**config.mk**
```make
export PLATFORM = sky130hd
export DESIGN_NAME = uart
export DESIGN_NICKNAME = d
export VERILOG_FILES = /design/src/hdl/uart_pkg.sv /design/src/hdl/uart.sv /design/src/hdl/uart_tx.sv /design/src/hdl/uart_rx.sv /design/src/hdl/sync_fifo.sv /design/src/hdl/baud_gen.sv
export SDC_FILE = /design/constraint.sdc
export NUM_CORES = 1
export LEC_CHECK = 0
export BUFFER_PORTS_ARGS = -buffer_cell sky130_fd_sc_hd__buf_2
export CELL_PAD_IN_SITES_DETAIL_PLACEMENT = 0
export CELL_PAD_IN_SITES_GLOBAL_PLACEMENT = 1
export CORE_ASPECT_RATIO = 0.6
export CORE_UTILIZATION = 50
export CTS_CLUSTER_DIAMETER = 120
export DETAILED_ROUTE_END_ITERATION = 8
export PLACE_DENSITY_LB_ADDON = 0.1
export SYNTH_ARGS = -nofsm -noshare
export SYNTH_HDL_FRONTEND = slang
export SYNTH_SLANG_ARGS = --single-unit
```
**constraint.sdc**
```tcl
create_clock -name clk -period 6.19 [get_ports clk]
set_clock_uncertainty 0.15 [all_clocks]
set_input_delay 0.619 -clock clk [delete_from_list [all_inputs] [get_ports clk]]
set_output_delay 0.619 -clock clk [all_outputs]
set_load 0.005 [all_outputs]
```
**src/hdl/uart_pkg.sv**
```systemverilog
package uart_pkg;

	localparam int DATA_W = 8;	// widest data word on the line

	// parity mode of the frame
	typedef enum logic [1:0] {
		par_none = 2'd0,
		par_even = 2'd1,
		par_odd  = 2'd2
	} parity_t;

	// line format, shared by receiver and transmitter
	typedef struct packed {
		logic [3:0] data_bits;	// 7 or 8
		parity_t    parity;
		logic [7:0] stop_ticks;	// 16, 24 or 32 at 16x gives 1, 1.5 or 2 stop bits
		logic [7:0] os_ticks;	// oversampling ticks per bit
	} line_cfg_t;

	// one received frame as stored in the receive FIFO
	typedef struct packed {
		logic [DATA_W-1:0] data;	// right aligned for 7-bit frames
		logic              parity_err;
		logic              frame_err;	// stop sample was low
	} rx_word_t;

endpackage
```
**src/hdl/uart.sv**
```systemverilog
`timescale 1ns/1ps

module uart
#(
	parameter int DVSR_W    = 11,
	parameter int RX_ADDR_W = 2,
	parameter int TX_ADDR_W = 2
)
(
	input  logic                        clk,
	input  logic                        reset,
	input  logic                        rx,
	output logic                        tx,
	input  uart_pkg::line_cfg_t         cfg,
	input  logic [DVSR_W-1:0]           dvsr,	// clocks per oversampling tick
	input  logic                        wr_uart,
	input  logic [uart_pkg::DATA_W-1:0] w_data,
	output logic                        tx_full,
	input  logic                        rd_uart,
	output uart_pkg::rx_word_t          r_word,
	output logic                        rx_empty,
	output logic                        tx_done_tick,
	output logic                        rx_done_tick,
	output logic                        e_rxof,
	output logic                        e_txof
);
	import uart_pkg::*;

	line_cfg_t         cfg_reg;
	logic [DVSR_W-1:0] dvsr_reg;
	logic              tick;
	logic              tx_empty;
	logic              tx_start;
	logic              rx_full;
	logic [DATA_W-1:0] tx_din;
	rx_word_t          rx_word;

	// line setup follows the inputs one cycle later
	always_ff @(posedge clk)
	begin
		cfg_reg  <= cfg;
		dvsr_reg <= dvsr;
	end

	// sticky overflow flags, cleared only by reset
	always_ff @(posedge clk, posedge reset)
		if (reset)
		begin
			e_rxof <= 1'b0;
			e_txof <= 1'b0;
		end
		else
		begin
			if (wr_uart && tx_full)
				e_txof <= 1'b1;
			if (rx_done_tick && rx_full)
				e_rxof <= 1'b1;	// completed frame dropped
		end

	assign tx_start = ~tx_empty;

	baud_gen #(.DVSR_W(DVSR_W)) baud_gen_unit (
		.clk  (clk),
		.reset(reset),
		.dvsr (dvsr_reg),
		.tick (tick)
	);

	uart_rx uart_rx_unit (
		.clk         (clk),
		.reset       (reset),
		.cfg         (cfg_reg),
		.tick        (tick),
		.rx          (rx),
		.rx_done_tick(rx_done_tick),
		.word        (rx_word)
	);

	sync_fifo #(.payload_t(rx_word_t), .ADDR_W(RX_ADDR_W)) fifo_rx_unit (
		.clk   (clk),
		.reset (reset),
		.wr    (rx_done_tick),
		.w_data(rx_word),
		.rd    (rd_uart),
		.r_data(r_word),
		.empty (rx_empty),
		.full  (rx_full)
	);

	sync_fifo #(.payload_t(logic [DATA_W-1:0]), .ADDR_W(TX_ADDR_W)) fifo_tx_unit (
		.clk   (clk),
		.reset (reset),
		.wr    (wr_uart),
		.w_data(w_data),
		.rd    (tx_done_tick),	// frame sent, drop the head
		.r_data(tx_din),
		.empty (tx_empty),
		.full  (tx_full)
	);

	uart_tx uart_tx_unit (
		.clk         (clk),
		.reset       (reset),
		.cfg         (cfg_reg),
		.tick        (tick),
		.start       (tx_start),
		.din         (tx_din),
		.tx_done_tick(tx_done_tick),
		.tx          (tx)
	);

endmodule

```
**src/hdl/uart_tx.sv**
```systemverilog
`timescale 1ns/1ps

module uart_tx
(
	input  logic                        clk,
	input  logic                        reset,
	input  uart_pkg::line_cfg_t         cfg,
	input  logic                        tick,
	input  logic                        start,
	input  logic [uart_pkg::DATA_W-1:0] din,
	output logic                        tx_done_tick,
	output logic                        tx
);
	import uart_pkg::*;

	typedef enum logic [2:0] {st_idle, st_start, st_data, st_parity, st_stop} state_t;

	state_t            state_reg, state_next;
	logic [7:0]        s_reg, s_next;	// ticks within the current bit
	logic [3:0]        n_reg, n_next;	// data bits sent so far
	logic [DATA_W-1:0] b_reg, b_next;
	logic              par_reg, par_next;
	logic              tx_reg, tx_next;
	logic [DATA_W-1:0] din_masked;
	logic              bit_end;

	assign din_masked = (cfg.data_bits == 4'd7) ? {1'b0, din[DATA_W-2:0]} : din;
	assign bit_end    = tick && (s_reg == cfg.os_ticks - 8'd1);

	always_ff @(posedge clk, posedge reset)
		if (reset)
		begin
			state_reg <= st_idle;
			s_reg     <= '0;
			n_reg     <= '0;
			tx_reg    <= 1'b1;	// line idles high
		end
		else
		begin
			state_reg <= state_next;
			s_reg     <= s_next;
			n_reg     <= n_next;
			tx_reg    <= tx_next;
		end

	always_ff @(posedge clk)
	begin
		b_reg   <= b_next;
		par_reg <= par_next;
	end

	always_comb
	begin
		state_next   = state_reg;
		s_next       = s_reg;
		n_next       = n_reg;
		b_next       = b_reg;
		par_next     = par_reg;
		tx_done_tick = 1'b0;
		case (state_reg)
			st_idle:
				if (start)
				begin
					state_next = st_start;
					s_next     = '0;
					b_next     = din_masked;
					par_next   = (cfg.parity == par_odd) ? ~^din_masked : ^din_masked;
				end
			st_start:
				if (bit_end)
				begin
					s_next     = '0;
					n_next     = '0;
					state_next = st_data;
				end
				else if (tick)
					s_next = s_reg + 8'd1;
			st_data:
				if (bit_end)
				begin
					s_next = '0;
					b_next = b_reg >> 1;
					if (n_reg == cfg.data_bits - 4'd1)
						state_next = (cfg.parity == par_none) ? st_stop : st_parity;
					else
						n_next = n_reg + 4'd1;
				end
				else if (tick)
					s_next = s_reg + 8'd1;
			st_parity:
				if (bit_end)
				begin
					s_next     = '0;
					state_next = st_stop;
				end
				else if (tick)
					s_next = s_reg + 8'd1;
			st_stop:
				if (tick)
				begin
					if (s_reg == cfg.stop_ticks - 8'd1)
					begin
						tx_done_tick = 1'b1;	// last cycle of the stop period
						state_next   = st_idle;
					end
					else
						s_next = s_reg + 8'd1;
				end
			default:
				state_next = st_idle;
		endcase
	end

	// line level follows the next state so tx stays registered
	always_comb
		case (state_next)
			st_start:
				tx_next = 1'b0;
			st_data:
				tx_next = b_next[0];
			st_parity:
				tx_next = par_next;
			default:
				tx_next = 1'b1;
		endcase

	assign tx = tx_reg;

	a_bit_count: assert property (@(posedge clk) disable iff (reset)
		(state_reg == st_data) |-> (n_reg < cfg.data_bits))
		else $error("uart_tx: bit counter %0d past the data width", n_reg);

endmodule

```
**src/hdl/uart_rx.sv**
```systemverilog
`timescale 1ns/1ps

module uart_rx
(
	input  logic                clk,
	input  logic                reset,
	input  uart_pkg::line_cfg_t cfg,
	input  logic                tick,
	input  logic                rx,
	output logic                rx_done_tick,
	output uart_pkg::rx_word_t  word
);
	import uart_pkg::*;

	typedef enum logic [2:0] {st_idle, st_start, st_data, st_parity, st_stop} state_t;

	state_t            state_reg, state_next;
	logic              rx_meta, rx_sync;	// two-flop synchronizer
	logic [7:0]        s_reg, s_next;	// ticks within the current bit
	logic [3:0]        n_reg, n_next;	// data bits received so far
	logic              done_reg, done_next;
	logic [DATA_W-1:0] b_reg, b_next;
	logic [DATA_W-1:0] shifted;
	logic              par_err_reg, par_err_next;
	logic              frame_err_reg, frame_err_next;
	logic              exp_par;
	logic [7:0]        half_bit;
	logic [7:0]        mid_stop;

	assign shifted  = {rx_sync, b_reg[DATA_W-1:1]};	// LSB arrives first
	assign exp_par  = (cfg.parity == par_odd) ? ~^b_reg : ^b_reg;
	assign half_bit = {1'b0, cfg.os_ticks[7:1]};
	// rest of the last bit plus half of the stop period
	assign mid_stop = half_bit + {1'b0, cfg.stop_ticks[7:1]} - 8'd1;

	always_ff @(posedge clk, posedge reset)
		if (reset)
		begin
			rx_meta   <= 1'b1;
			rx_sync   <= 1'b1;
			state_reg <= st_idle;
			s_reg     <= '0;
			n_reg     <= '0;
			done_reg  <= 1'b0;
		end
		else
		begin
			rx_meta   <= rx;
			rx_sync   <= rx_meta;
			state_reg <= state_next;
			s_reg     <= s_next;
			n_reg     <= n_next;
			done_reg  <= done_next;
		end

	always_ff @(posedge clk)
	begin
		b_reg         <= b_next;
		par_err_reg   <= par_err_next;
		frame_err_reg <= frame_err_next;
	end

	always_comb
	begin
		state_next     = state_reg;
		s_next         = s_reg;
		n_next         = n_reg;
		b_next         = b_reg;
		par_err_next   = par_err_reg;
		frame_err_next = frame_err_reg;
		done_next      = 1'b0;
		case (state_reg)
			st_idle:
				if (!rx_sync)
				begin
					state_next = st_start;
					s_next     = '0;
				end
			st_start:
				if (tick)
				begin
					if (s_reg == half_bit - 8'd1)
					begin
						s_next = '0;
						n_next = '0;
						par_err_next = 1'b0;
						state_next = rx_sync ? st_idle : st_data;	// reject glitches
					end
					else
						s_next = s_reg + 8'd1;
				end
			st_data:
				if (tick)
				begin
					if (s_reg == cfg.os_ticks - 8'd1)
					begin
						s_next = '0;
						if (n_reg == cfg.data_bits - 4'd1)
						begin
							b_next = (cfg.data_bits == 4'd7) ? shifted >> 1 : shifted;
							state_next = (cfg.parity == par_none) ? st_stop : st_parity;
						end
						else
						begin
							b_next = shifted;
							n_next = n_reg + 4'd1;
						end
					end
					else
						s_next = s_reg + 8'd1;
				end
			st_parity:
				if (tick)
				begin
					if (s_reg == cfg.os_ticks - 8'd1)
					begin
						s_next       = '0;
						par_err_next = rx_sync ^ exp_par;
						state_next   = st_stop;
					end
					else
						s_next = s_reg + 8'd1;
				end
			st_stop:
				if (tick)
				begin
					if (s_reg == mid_stop)
					begin
						frame_err_next = ~rx_sync;
						done_next      = 1'b1;
						state_next     = st_idle;
					end
					else
						s_next = s_reg + 8'd1;
				end
			default:
				state_next = st_idle;
		endcase
	end

	assign rx_done_tick = done_reg;	// word regs settle on the same edge

	always_comb
	begin
		word.data       = b_reg;
		word.parity_err = par_err_reg;
		word.frame_err  = frame_err_reg;
	end

	a_width_at_start: assert property (@(posedge clk) disable iff (reset)
		(state_reg == st_idle && !rx_sync) |-> (cfg.data_bits == 4'd7 || cfg.data_bits == 4'd8))
		else $error("uart_rx: unsupported data width %0d", cfg.data_bits);

endmodule

```
**src/hdl/sync_fifo.sv**
```systemverilog
`timescale 1ns/1ps

module sync_fifo
#(
	parameter type payload_t = logic [7:0],
	parameter int  ADDR_W    = 2
)
(
	input  logic     clk,
	input  logic     reset,
	input  logic     wr,
	input  payload_t w_data,
	input  logic     rd,
	output payload_t r_data,
	output logic     empty,
	output logic     full
);
	localparam int DEPTH = 2 ** ADDR_W;

	payload_t          mem [DEPTH];
	logic [ADDR_W-1:0] w_ptr, r_ptr;
	logic [ADDR_W-1:0] w_succ, r_succ;
	logic [ADDR_W:0]   count;	// occupancy, tracked for the pointer check
	logic              wr_en, rd_en;

	assign wr_en  = wr && !full;	// writes to a full FIFO are dropped
	assign rd_en  = rd && !empty;
	assign w_succ = w_ptr + 1'b1;
	assign r_succ = r_ptr + 1'b1;
	assign r_data = mem[r_ptr];	// head shows without a read

	always_ff @(posedge clk)
		if (wr_en)
			mem[w_ptr] <= w_data;

	always_ff @(posedge clk, posedge reset)
		if (reset)
		begin
			w_ptr <= '0;
			r_ptr <= '0;
			count <= '0;
			empty <= 1'b1;
			full  <= 1'b0;
		end
		else
		begin
			if (wr_en)
				w_ptr <= w_succ;
			if (rd_en)
				r_ptr <= r_succ;
			if (wr_en && !rd_en)
			begin
				empty <= 1'b0;
				full  <= (w_succ == r_ptr);
				count <= count + 1'b1;
			end
			else if (rd_en && !wr_en)
			begin
				full  <= 1'b0;
				empty <= (r_succ == w_ptr);
				count <= count - 1'b1;
			end
		end

	a_ptr_order: assert property (@(posedge clk) disable iff (reset)
		(count <= DEPTH) && (full == (count == DEPTH)) && (empty == (count == 0)))
		else $error("sync_fifo: pointers crossed, count %0d", count);

endmodule

```
**src/hdl/baud_gen.sv**
```systemverilog
`timescale 1ns/1ps

module baud_gen
#(
	parameter int DVSR_W = 11
)
(
	input  logic              clk,
	input  logic              reset,
	input  logic [DVSR_W-1:0] dvsr,	// clocks per oversampling tick
	output logic              tick
);
	logic [DVSR_W-1:0] cnt_reg;
	logic [DVSR_W-1:0] last;

	assign last = dvsr - 1'b1;
	assign tick = (cnt_reg >= last);	// also wraps if dvsr shrinks below the count

	always_ff @(posedge clk, posedge reset)
		if (reset)
			cnt_reg <= '0;
		else if (tick)
			cnt_reg <= '0;
		else
			cnt_reg <= cnt_reg + 1'b1;

	a_dvsr_nonzero: assert property (@(posedge clk) disable iff (reset) dvsr != '0)
		else $error("baud_gen: divisor is zero");

endmodule

```
==> results.md, run 1 <==
* Die ar. at 19300 um2
* GP Congestion at approximately 0.83
* Crit path DAT at 4.83 ns
* Final Hold Fails at 0
* Slew Viols, Final at 0
* Num CTS Buffers at 17
* Synth unique cells at 73
* Register area share after synthesis at approximately half
* Via/cell ratio at roughly 5.6
* Synth Area per Inst at approximately 12 um2
* # diodes at 0
* I/O pin count at 63
* Fmax at 214 MHz
* Final Instance Count excl. Fillers at between 1000 and 1500
* Post-synth ARST share at between 30 and 40%
* Category of the critical setup timing path: flop to flop
* Share of cells above drive strength 1 at around 16%
* Residual DRC count at 0
* Vias in the first global route at slightly below 6000
* Antenna viol nets, final at 0
* CTS tree: yes
* Largest net degree at the start of global routing at 60
* Hold buffer count at cts at 0
* Min Hold Slack at between 0.1 and 0.15 ns
* Slew Limit Headroom at a little under a quarter
* Cells after Synth at between 700 and 800
* Placed Cells at between 1000 and 1500
* Nature of the critical path startpoint: flop
* Worst Tran Pin Value at about 1.2 ns
* Yosys Warn Count at 0
* TritonRoute pass-1 iters at 5
* Core ar. at roughly 18000 um2
* Filler cell count in the final layout at around 1600
* Synth Flop Type: edfxtp_1
* Number of synthesized flops with an enable pin at just under 90
* Critical path data required time at approximately 6.4 ns
* Clock Latency Late Sink at around 0.43 ns
* DP Worst Slack at between 1.5 and 2 ns
* Starting Density at between 50% and 60%
* Initial antenna violation count at 0
* Post-Syn Nets at around 890
* Leak pwr at 0.00425 uW
* CTS sink cnt at 183
* Hold Path Class: input pin to flop
* Setup ws final at between 1.5 and 2 ns
* Reg clk slew, reported paths at around 0.070 ns
* Post-layout minimum cycle time at between 4 and 5 ns
* Power per cell area at between 300 and 400 nW/um2
* Area delta synth->final at 11.6%
* Post-cts repair resize count at 0
* Clock Tree Root: clkbuf_16
* Detailed-route via count at 6111
* Setup tns final at 0 ns
* Max Cap Viol at 0
* Final setup vio count at 0
* Post-CTS Setup Bufs at 0
* Wirelength per Cell at roughly 17 um
* Critical path fanouts, max at 14
* WL final at 19200 um
* Register bit total from synthesis at 183
* Iter 0 DRT Violations at between 400 and 500
* Global Route Usage Sum at 21.6%
* Clock Path Buffers at 2
* Global-route wire length before repair at roughly 31000 um
* I/O Buffers at between 60 and 70
* Status: completed
* GR Overflow Total at 0
* Max reg flops at 40
* Number of nets in the layout at ~940
* Worst setup EP type: flop
* Maximum VDD drop at between 0.2 and 0.25 mV
* Chip height at around 110 um
* RSZ-0062 raised after global routing: no
* Die width at about 180 um
* HPWL Detailed at 14000 um
* Placement Rows at 38
* Synthesized area at between 9000 and 10000 um2
* H-tree levels at 4
* Tcrit/Tclk final at between 70 and 80%
-- path summary, 6_finish.rpt --
kind                                                 from                            endpoint  slack, ns  cells after the start
max                                   dvsr_reg[2]$_DFF_P_   uart_tx_unit.s_reg[7]$_DFFE_PP0P_       1.52                     13
min reg2reg                uart_rx_unit.rx_meta$_DFF_PP1_      uart_rx_unit.rx_sync$_DFF_PP1_       0.21                      0
max in group asynchronous                           reset   uart_tx_unit.s_reg[1]$_DFFE_PP0P_       5.08                      3
min in group asynchronous                           reset  baud_gen_unit.cnt_reg[3]$_DFF_PP0_       0.28                      3
min                                                    rx      uart_rx_unit.rx_meta$_DFF_PP1_       0.13                      1
max reg2reg                           dvsr_reg[2]$_DFF_P_   uart_tx_unit.s_reg[7]$_DFFE_PP0P_       1.52                     13
-- layout make-up --
class,instances,area [um2],area share [%]
inverter,56,210,2.01
multi-input combinational,525,4180,39.9
clock buffer,19,433,4.14
clock inverter,13,154,1.47
tap,240,300,2.87
timing repair buffer,65,333,3.18
sequential,183,4860,46.4
-- where the power goes --
group | leakage, uW | total (uW) | internal [uW] | switching [uW]
clock network | 0.000284 | 1090 | 633 | 462
registers | 0.00183 | 1610 | 1420 | 188
logic | 0.00213 | 702 | 365 | 337
-- critical path, stage by stage, from the launching register on --
cell	delay, ns
dfxtp_1	0.35
nor4_1	0.48
nand2_1	0.15
nor3_1	0.19
xnor2_1	0.15
ha_1	0.27
a21o_1	0.19
a21o_1	0.17
a221oi_1	0.35
o21a_1	0.62
o21ai_0	0.18
a31oi_1	0.61
nor2_1	0.30
a221o_1	0.38
-- cells in the mapped netlist, types with 5 or more instances --
| master | count | area [um2] |
|---|---|---|
| edfxtp_1 | 89 | 2670 |
| xnor2_1 | 67 | 587 |
| inv_1 | 56 | 210 |
| dfrtp_1 | 54 | 1350 |
| nand2_1 | 54 | 203 |
| nor2_1 | 47 | 176 |
| ha_1 | 46 | 576 |
| dfxtp_1 | 35 | 701 |
| xor2_1 | 34 | 298 |
| clkbuf_1 | 23 | 86.3 |
| nand3_1 | 20 | 100 |
| a21oi_1 | 19 | 95.1 |
| o21ai_0 | 19 | 95.1 |
| mux4_2 | 18 | 405 |
| nor3_1 | 18 | 90.1 |
| and2_1 | 13 | 81.3 |
| a22o_1 | 11 | 96.3 |
| nand4_1 | 11 | 68.8 |
| and3_1 | 10 | 62.6 |
| a21o_1 | 9 | 67.6 |
| nor2b_1 | 8 | 50.1 |
| mux2_2 | 7 | 78.8 |
| nand2b_1 | 7 | 43.8 |
| a221o_1 | 6 | 60.1 |
| nor4_1 | 6 | 37.5 |
| o21ai_1 | 6 | 30.0 |
| a31oi_1 | 5 | 31.3 |
| buf_2 | 5 | 25.0 |
| dfstp_2 | 5 | 131 |
| nand3b_1 | 5 | 37.5 |
| o31ai_1 | 5 | 37.5 |
| or2_2 | 5 | 31.3 |
| xnor3_1 | 5 | 113 |
-- per-layer routing --
metal	global-route usage [%]	vias up	share of wire [%]
met3	5.10	11	4.5
li1	-	2944	-
met1	33.3	3016	53
met5	0	-	0
met4	5.27	0	0.77
met2	30.4	140	42
-- layout by cell type, fill, tap and decap left out, types with 17 or more instances in the layout --
master / Yosys / layout
a21oi_1: 19 / 19
buf_2: 5 / 62
clkbuf_16: 0 / 17
dfrtp_1: 54 / 54
dfxtp_1: 35 / 35
edfxtp_1: 89 / 89
ha_1: 46 / 46
inv_1: 56 / 55
mux4_2: 18 / 18
nand2_1: 54 / 54
nand3_1: 20 / 20
nor2_1: 47 / 47
nor3_1: 18 / 18
o21ai_0: 19 / 19
xnor2_1: 67 / 67
xor2_1: 34 / 34
-- stage by stage --
stage	area, um2	total power [uW]	utilization (%)
detailed placement	9870	2330	54.2
CTS	10500	3440	57.4
finish	10500	3400	57.4
floorplan	9370	2120	-
global route	10500	3590	57.4
global placement	9870	2300	54.2
-- cells by family after synthesis --
logic type | Yosys count | synth area share (%)
xor gates and xnor gates | 107 | 10.9
AOI/OAI and AO/OA | 110 | 8.28
and+or+nand+nor | 232 | 13.3
adders and majority gates | 47 | 6.36
DFF | 183 | 51.8
buffers and inverters | 87 | 3.63
muxes | 29 | 5.73
(Power assumes the default switching activity.)
==> run 2: changes to the inputs <==
--- a/config.mk
+++ b/config.mk
@@ -9,7 +9,7 @@
 export CELL_PAD_IN_SITES_DETAIL_PLACEMENT = 0
 export CELL_PAD_IN_SITES_GLOBAL_PLACEMENT = 1
 export CORE_ASPECT_RATIO = 0.6
-export CORE_UTILIZATION = 50
+export CORE_UTILIZATION = 49
 export CTS_CLUSTER_DIAMETER = 120
 export DETAILED_ROUTE_END_ITERATION = 8
 export PLACE_DENSITY_LB_ADDON = 0.1
==> constraint.sdc (replaced) <==
create_clock -name clk -period 4.9 [get_ports clk]
set_clock_uncertainty 0.15 [all_clocks]
set_input_delay 0.49 -clock clk [delete_from_list [all_inputs] [get_ports clk]]
set_output_delay 0.49 -clock clk [all_outputs]
set_load 0.005 [all_outputs]
==> run 2 against run 1 <==
  * Non-clock buffer count rose by 35
  * Clock-buffer cell count is 4 higher
  * First-iteration DRC count decreased by 2.0%
  * Via count rose by 1.2%
  * Sequential cell count is the same
  * Register-to-register slack lost 0.76 ns
  * Final cell count rose by 3.2%
  * Die area increased by 2.0%
==> results.md, run 2 (synthesis gave the netlist of run 1 again) <==
* Clock Latency Late Sink at roughly 0.43 ns
* Reg-to-Reg End: uart_tx_unit.s_reg[0]$_DFFE_PP0P_
* Starting Density at about 51%
* Combinational fraction of design power at between 20% and 30%
* Area delta synth->final at 14.5%
* Die ar. at 19700 um2
* TritonRoute pass-1 iters at 5
* I/O pin count at 63
* Global Route Usage Sum at a little over a fifth
* Vias in the first global route at around 6000
* HPWL Detailed at 14700 um
* Sequential Power Share at 48.8%
* Post-layout minimum cycle time at 4.23 ns
* H-tree levels at 4
* I/O Buffers at 62
* Detailed-route via count at 6186
* Clock Path Buffers at 2
* Power per cell area at 388 nW/um2
* Clock power share at between 20% and 30%
* Share of cells above drive strength 1 at 16.0%
* CTS tree: yes
* Reg2reg setup slack at 0.76 ns
* Category of the critical setup timing path: flop to primary output
* Initial antenna violation count at 0
* Die width at between 150 and 200 um
* Slew Limit Headroom at approximately a fifth
* Worst Tran Pin Value at 1.19 ns
* Final setup vio count at 0
* Critical path data required time at ~4.3 ns
* Final Hold Fails at 0
* Max reg flops at 40
* R2r startpoint: dvsr_reg[2]$_DFF_P_
* Most common cell after layout, fill and taps aside: edfxtp_1
* Wirelength per Cell at between 15 and 20 um
* Core ar. at roughly 18000 um2
* Hold Path End: dvsr_reg[7]$_DFF_P_
* Largest net degree at the start of global routing at 60
* WL final at 20000 um
* Power Total at around 4200 uW
* Residual DRC count at 0
* Max Cap Viol at 0
* Tcrit/Tclk final at between 80% and 90%
* Fmax at 236 MHz
* Leak pwr at 0.00435 uW
* Reg clk slew, reported paths at about 0.06 ns
* Global-route wire length before repair at 32500 um
* # diodes at 0
* Worst setup EP type: primary output
* Reg area at ~5000 um2
* Filler cell count in the final layout at between 1500 and 2000
* Nature of the critical path startpoint: flop
* Setup tns final at 0 ns
* Area of the multi-input gates at 4180 um2
* Worst reg2reg path depth at 13
* GR Overflow Total at 0
* Antenna viol nets, final at 0
* Area after DPL at roughly 9900 um2
* Most frequent cells in the layout: edfxtp_1, xnor2_1, buf_2
* Post-cts repair resize count at 0
* Slew Viols, Final at 0
* Final Instance Count excl. Fillers at about 1100
* Maximum VDD drop at about 0.25 mV
* Clock Tree Root: clkbuf_16
* Hold Path Class: input pin to flop
* Hold Crit Depth at 1
* Launch point of the worst path: dvsr_reg[2]$_DFF_P_
* Status: completed
* Placement Rows at 38
* Critical path fanouts, max at 8
* Num CTS Buffers at 17
* GP Congestion at around 0.87
* Finished Cell Area at 10700 um2
* HP Start: dvsr[7]
* Switching component of the power at 1240 uW
* Chip height at 109 um
* Via/cell ratio at 5.45
* Internal power component at just under 3000 uW
* Number of nets in the layout at 976
* Placed Cells at between 1000 and 1500
* RSZ-0062 raised after global routing: no
* Sw frac at a little under 30%
* Crit path DAT at ~3.6 ns
* CTS sink cnt at roughly 180
* Iter 0 DRT Violations at 449
run 2: layout make-up:
class                      count  share of cell area (%)
clock buffer                  23                    4.27
clock inverter                 9                   0.548
inverter                      56                    1.96
multi-input combinational    525                    38.9
sequential                   183                    45.2
tap                          240                    2.80
timing repair buffer         100                    6.27
run 2: how the worst max path moves through the flow:
stage                                              to  cells past startpoint
global route                             tx_done_tick                     12
CTS                                      tx_done_tick                     12
global placement    uart_tx_unit.s_reg[0]$_DFFE_PP0P_                     13
floorplan           uart_tx_unit.s_reg[3]$_DFFE_PP0P_                     14
detailed placement  uart_tx_unit.s_reg[0]$_DFFE_PP0P_                     13
finish                                   tx_done_tick                     12
run 2: per-stage QoR:
step | worst slack [ns] | utilization [%] | hold slack, ns
5_1_grt | 0.396 | 58.3 | 0.0138
4_1_cts | 0.627 | 58.3 | 0.00411
3_3_place_gp | 0.972 | 53.8 | 0.197
3_5_place_dp | 0.791 | 53.8 | 0.197
2_1_floorplan | 1.12 | - | 0.195
6_report | 0.670 | 58.3 | 0.0343
run 2: critical path: stages, from the launching register on:
cell      delay, ns
dfxtp_1        0.34
nor4_1         0.51
nand2_1        0.17
nor3_1         0.21
xnor2_1        0.15
ha_1           0.27
a21o_1         0.19
a21o_1         0.18
a221oi_1       0.35
o21a_1         0.37
or3_1          0.21
nor2_1         0.07
buf_2          0.13
run 2: timing repair:
action / 4_1_cts / 5_1_grt
hold buffers: 31 / 0
buffers inserted: 0 / 0
endpoints found under the hold margin: 31 / 0
setup endpoints to repair: 0 / 0
run 2: power groups by stage:
stage | combinational [uW] | clock [uW] | sequential, uW
2_1_floorplan | 759 | 0 | 1910
3_3_place_gp | 859 | 0 | 2050
3_5_place_dp | 891 | 0 | 2060
4_1_cts | 915 | 1250 | 2030
5_1_grt | 1020 | 1310 | 2060
6_report | 909 | 1230 | 2030
run 2: per-layer routing:
metal  global-route usage, %  up-vias  share of wire, %
met4                    6.41        0               1.0
li1                        -     3030                 -
met3                    4.48       17               4.3
met5                       0        -                 0
met1                    34.0     3008                55
met2                    30.2      131                40
==> run 3: changes to the inputs <==
--- a/config.mk
+++ b/config.mk
@@ -7,9 +7,9 @@
 export LEC_CHECK = 0
 export BUFFER_PORTS_ARGS = -buffer_cell sky130_fd_sc_hd__buf_2
 export CELL_PAD_IN_SITES_DETAIL_PLACEMENT = 0
-export CELL_PAD_IN_SITES_GLOBAL_PLACEMENT = 1
+export CELL_PAD_IN_SITES_GLOBAL_PLACEMENT = 2
 export CORE_ASPECT_RATIO = 0.6
-export CORE_UTILIZATION = 49
+export CORE_UTILIZATION = 42
 export CTS_CLUSTER_DIAMETER = 120
 export DETAILED_ROUTE_END_ITERATION = 8
 export PLACE_DENSITY_LB_ADDON = 0.1
==> constraint.sdc (replaced) <==
create_clock -name clk -period 4.9 [get_ports clk]
set_clock_uncertainty 0.15 [all_clocks]
set_input_delay 0.98 -clock clk [delete_from_list [all_inputs] [get_ports clk]]
set_output_delay 0.98 -clock clk [all_outputs]
set_load 0.005 [all_outputs]
==> run 3 against run 2 <==
  * Utilization down 9.1 points
  * Maximum frequency down 6.4%
  * Setup slack worse by 0.29 ns
  * Via count down 3.6%
  * Sequential cell count unchanged
  * Non-clock buffer count down 31
  * Critical path depth unchanged
  * Clock power up 16%
  * Power up 4.3%
  * Die area up 16%
  * Global-route usage down 3.4 points
  * Sequential power about the same
  * Critical path type unchanged
  * Largest power group unchanged
==> results.md, run 3 (synthesis gave the netlist of run 1 again) <==
* Status: completed
* TritonRoute pass-1 iters at 5
* Most frequent cells in the layout: edfxtp_1, xnor2_1, buf_2
* Setup ws final at ~0.38 ns
* I/O pin count at 63
* Largest net degree at the start of global routing at 32
* Final setup vio count at 0
* Max Cap Viol at 0
* Placement Rows at 41
* Wirelength per Cell at between 15 and 20 um
* Clock Latency Late Sink at around 0.43 ns
* Tcrit/Tclk final at 92.2%
* Via/cell ratio at 5.21
* Leak pwr at between 0.004 and 0.005 uW
* Detailed-route via count at between 5000 and 6000
* Slowest cell on the critical path: nor4_1
* Crit path DAT at around 3.4 ns
* HPWL Detailed at between 15000 and 20000 um
* Maximum VDD drop at ~0.28 mV
* Die ar. at between 20000 and 25000 um2
* Post-layout minimum cycle time at between 4 and 5 ns
* GR Overflow Total at 0
* Critical path fanouts, max at 4
* DP Worst Slack at approximately 0.74 ns
* Area delta synth->final at 12.6%
* Global Route Usage Sum at ~18%
* H-tree levels at 4
* Core ar. at about 21000 um2
* Residual DRC count at 0
* I/O Buffers at 62
* Nature of the critical path startpoint: flop
* Worst setup EP type: primary output
* Die width at 195 um
* Critical path data required time at roughly 3.8 ns
* Final Hold Fails at 0
* Setup tns final at 0 ns
* Num CTS Buffers at 17
* Initial antenna violation count at 0
* Post-CTS Setup Bufs at 0
* Global-route wire length before repair at ~33000 um
* Fmax at between 200 and 250 MHz
* Clock Tree Root: clkbuf_16
* Finished Cell Area at 10600 um2
* Most common cell after layout, fill and taps aside: edfxtp_1
* Max reg flops at 40
* Post-cts repair resize count at 0
* GP Congestion at 0.807
* Final core occ at just under 50%
* Critical path, cell by cell: nor4_1, nand2_1, nor4_1, xnor2_1, ha_1, nand4_1, inv_1, nand4_1, o21a_1, or3_1, nor2_1, buf_2
* Chip height at approximately 120 um
* Area after DPL at roughly 10000 um2
* Hold Path Class: flop to flop
* WL final at roughly 20000 um
* CTS tree: yes
* Slew Limit Headroom at 25.1%
* Clock Path Buffers at 2
* Slew Viols, Final at 0
* Vias in the first global route at between 5000 and 6000
* Worst Tran Pin Value at between 1 and 1.5 ns
* Starting Density at a little over two fifths
* Iter 0 DRT Violations at roughly 360
* Hold buffer count at cts at 0
* RSZ-0062 raised after global routing: no
* # diodes at 0
* CTS sink cnt at between 150 and 200
* Critical path's largest stage delay at 0.51 ns
* Reg clk slew, reported paths at around 0.070 ns
* Antenna viol nets, final at 0
* Share of cells above drive strength 1 at around 17%
* Category of the critical setup timing path: flop to primary output
* Power per cell area at slightly above 400 nW/um2
* Number of nets in the layout at around 950
[run 3: area by class of cell]
class	count	area (um2)
Fill cell	1923	10900
Clock buffer	19	443
Inverter	56	210
Tap cell	279	349
Sequential cell	183	4860
Timing Repair Buffer	69	363
Clock inverter	13	159
Multi-Input combinational cell	525	4180
[run 3: worst paths after layout]
path	cells past startpoint	slack, ns	startpoint	endpoint
max	12	0.38	dvsr_reg[2]$_DFF_P_	tx_done_tick
min	0	0.22	uart_rx_unit.rx_meta$_DFF_PP1_	uart_rx_unit.rx_sync$_DFF_PP1_
max reg2reg	14	0.69	dvsr_reg[2]$_DFF_P_	uart_tx_unit.s_reg[0]$_DFFE_PP0P_
min reg2reg	0	0.22	uart_rx_unit.rx_meta$_DFF_PP1_	uart_rx_unit.rx_sync$_DFF_PP1_
max in group asynchronous	3	3.13	reset	fifo_tx_unit.empty$_DFFE_PP1P_
min in group asynchronous	2	0.52	reset	fifo_rx_unit.w_ptr[1]$_DFFE_PP0P_
[run 3: worst max-delay path, delay by kind of cell, from the launching register on]
kind | cells | cell delay, ns
xor gates and xnor gates | 1 | 0.13
DFF | 1 | 0.35
adders and majority gates | 1 | 0.31
buffers and inverters | 2 | 0.21
and+or+nand+nor | 7 | 1.73
AOI/OAI and AO/OA | 1 | 0.21
[run 3: routing by layer]
| layer | track usage, % | routed length (um) | vias to the layer above |
|---|---|---|---|
| met5 | 0 | 0 | - |
| met3 | 3.75 | 631 | 9 |
| met4 | 4.28 | 163 | 0 |
| li1 | - | - | 2970 |
| met1 | 29.8 | 11300 | 2887 |
| met2 | 24.8 | 8070 | 96 |
[run 3: stage by stage]
stage | power (uW) | std cells | hold slack (ns)
2_1_floorplan | 2670 | 795 | 0.195
3_3_place_gp | 2930 | 1112 | 0.199
3_5_place_dp | 2970 | 1112 | 0.197
4_1_cts | 4400 | 1144 | 0.217
5_1_grt | 4590 | 1144 | 0.218
6_report | 4350 | 1144 | 0.217
[run 3: report_power, final]
group          internal, uW  switching (uW)  leakage (uW)
clock network           786             640      0.000296
logic                   462             428       0.00214
registers              1790             242       0.00183
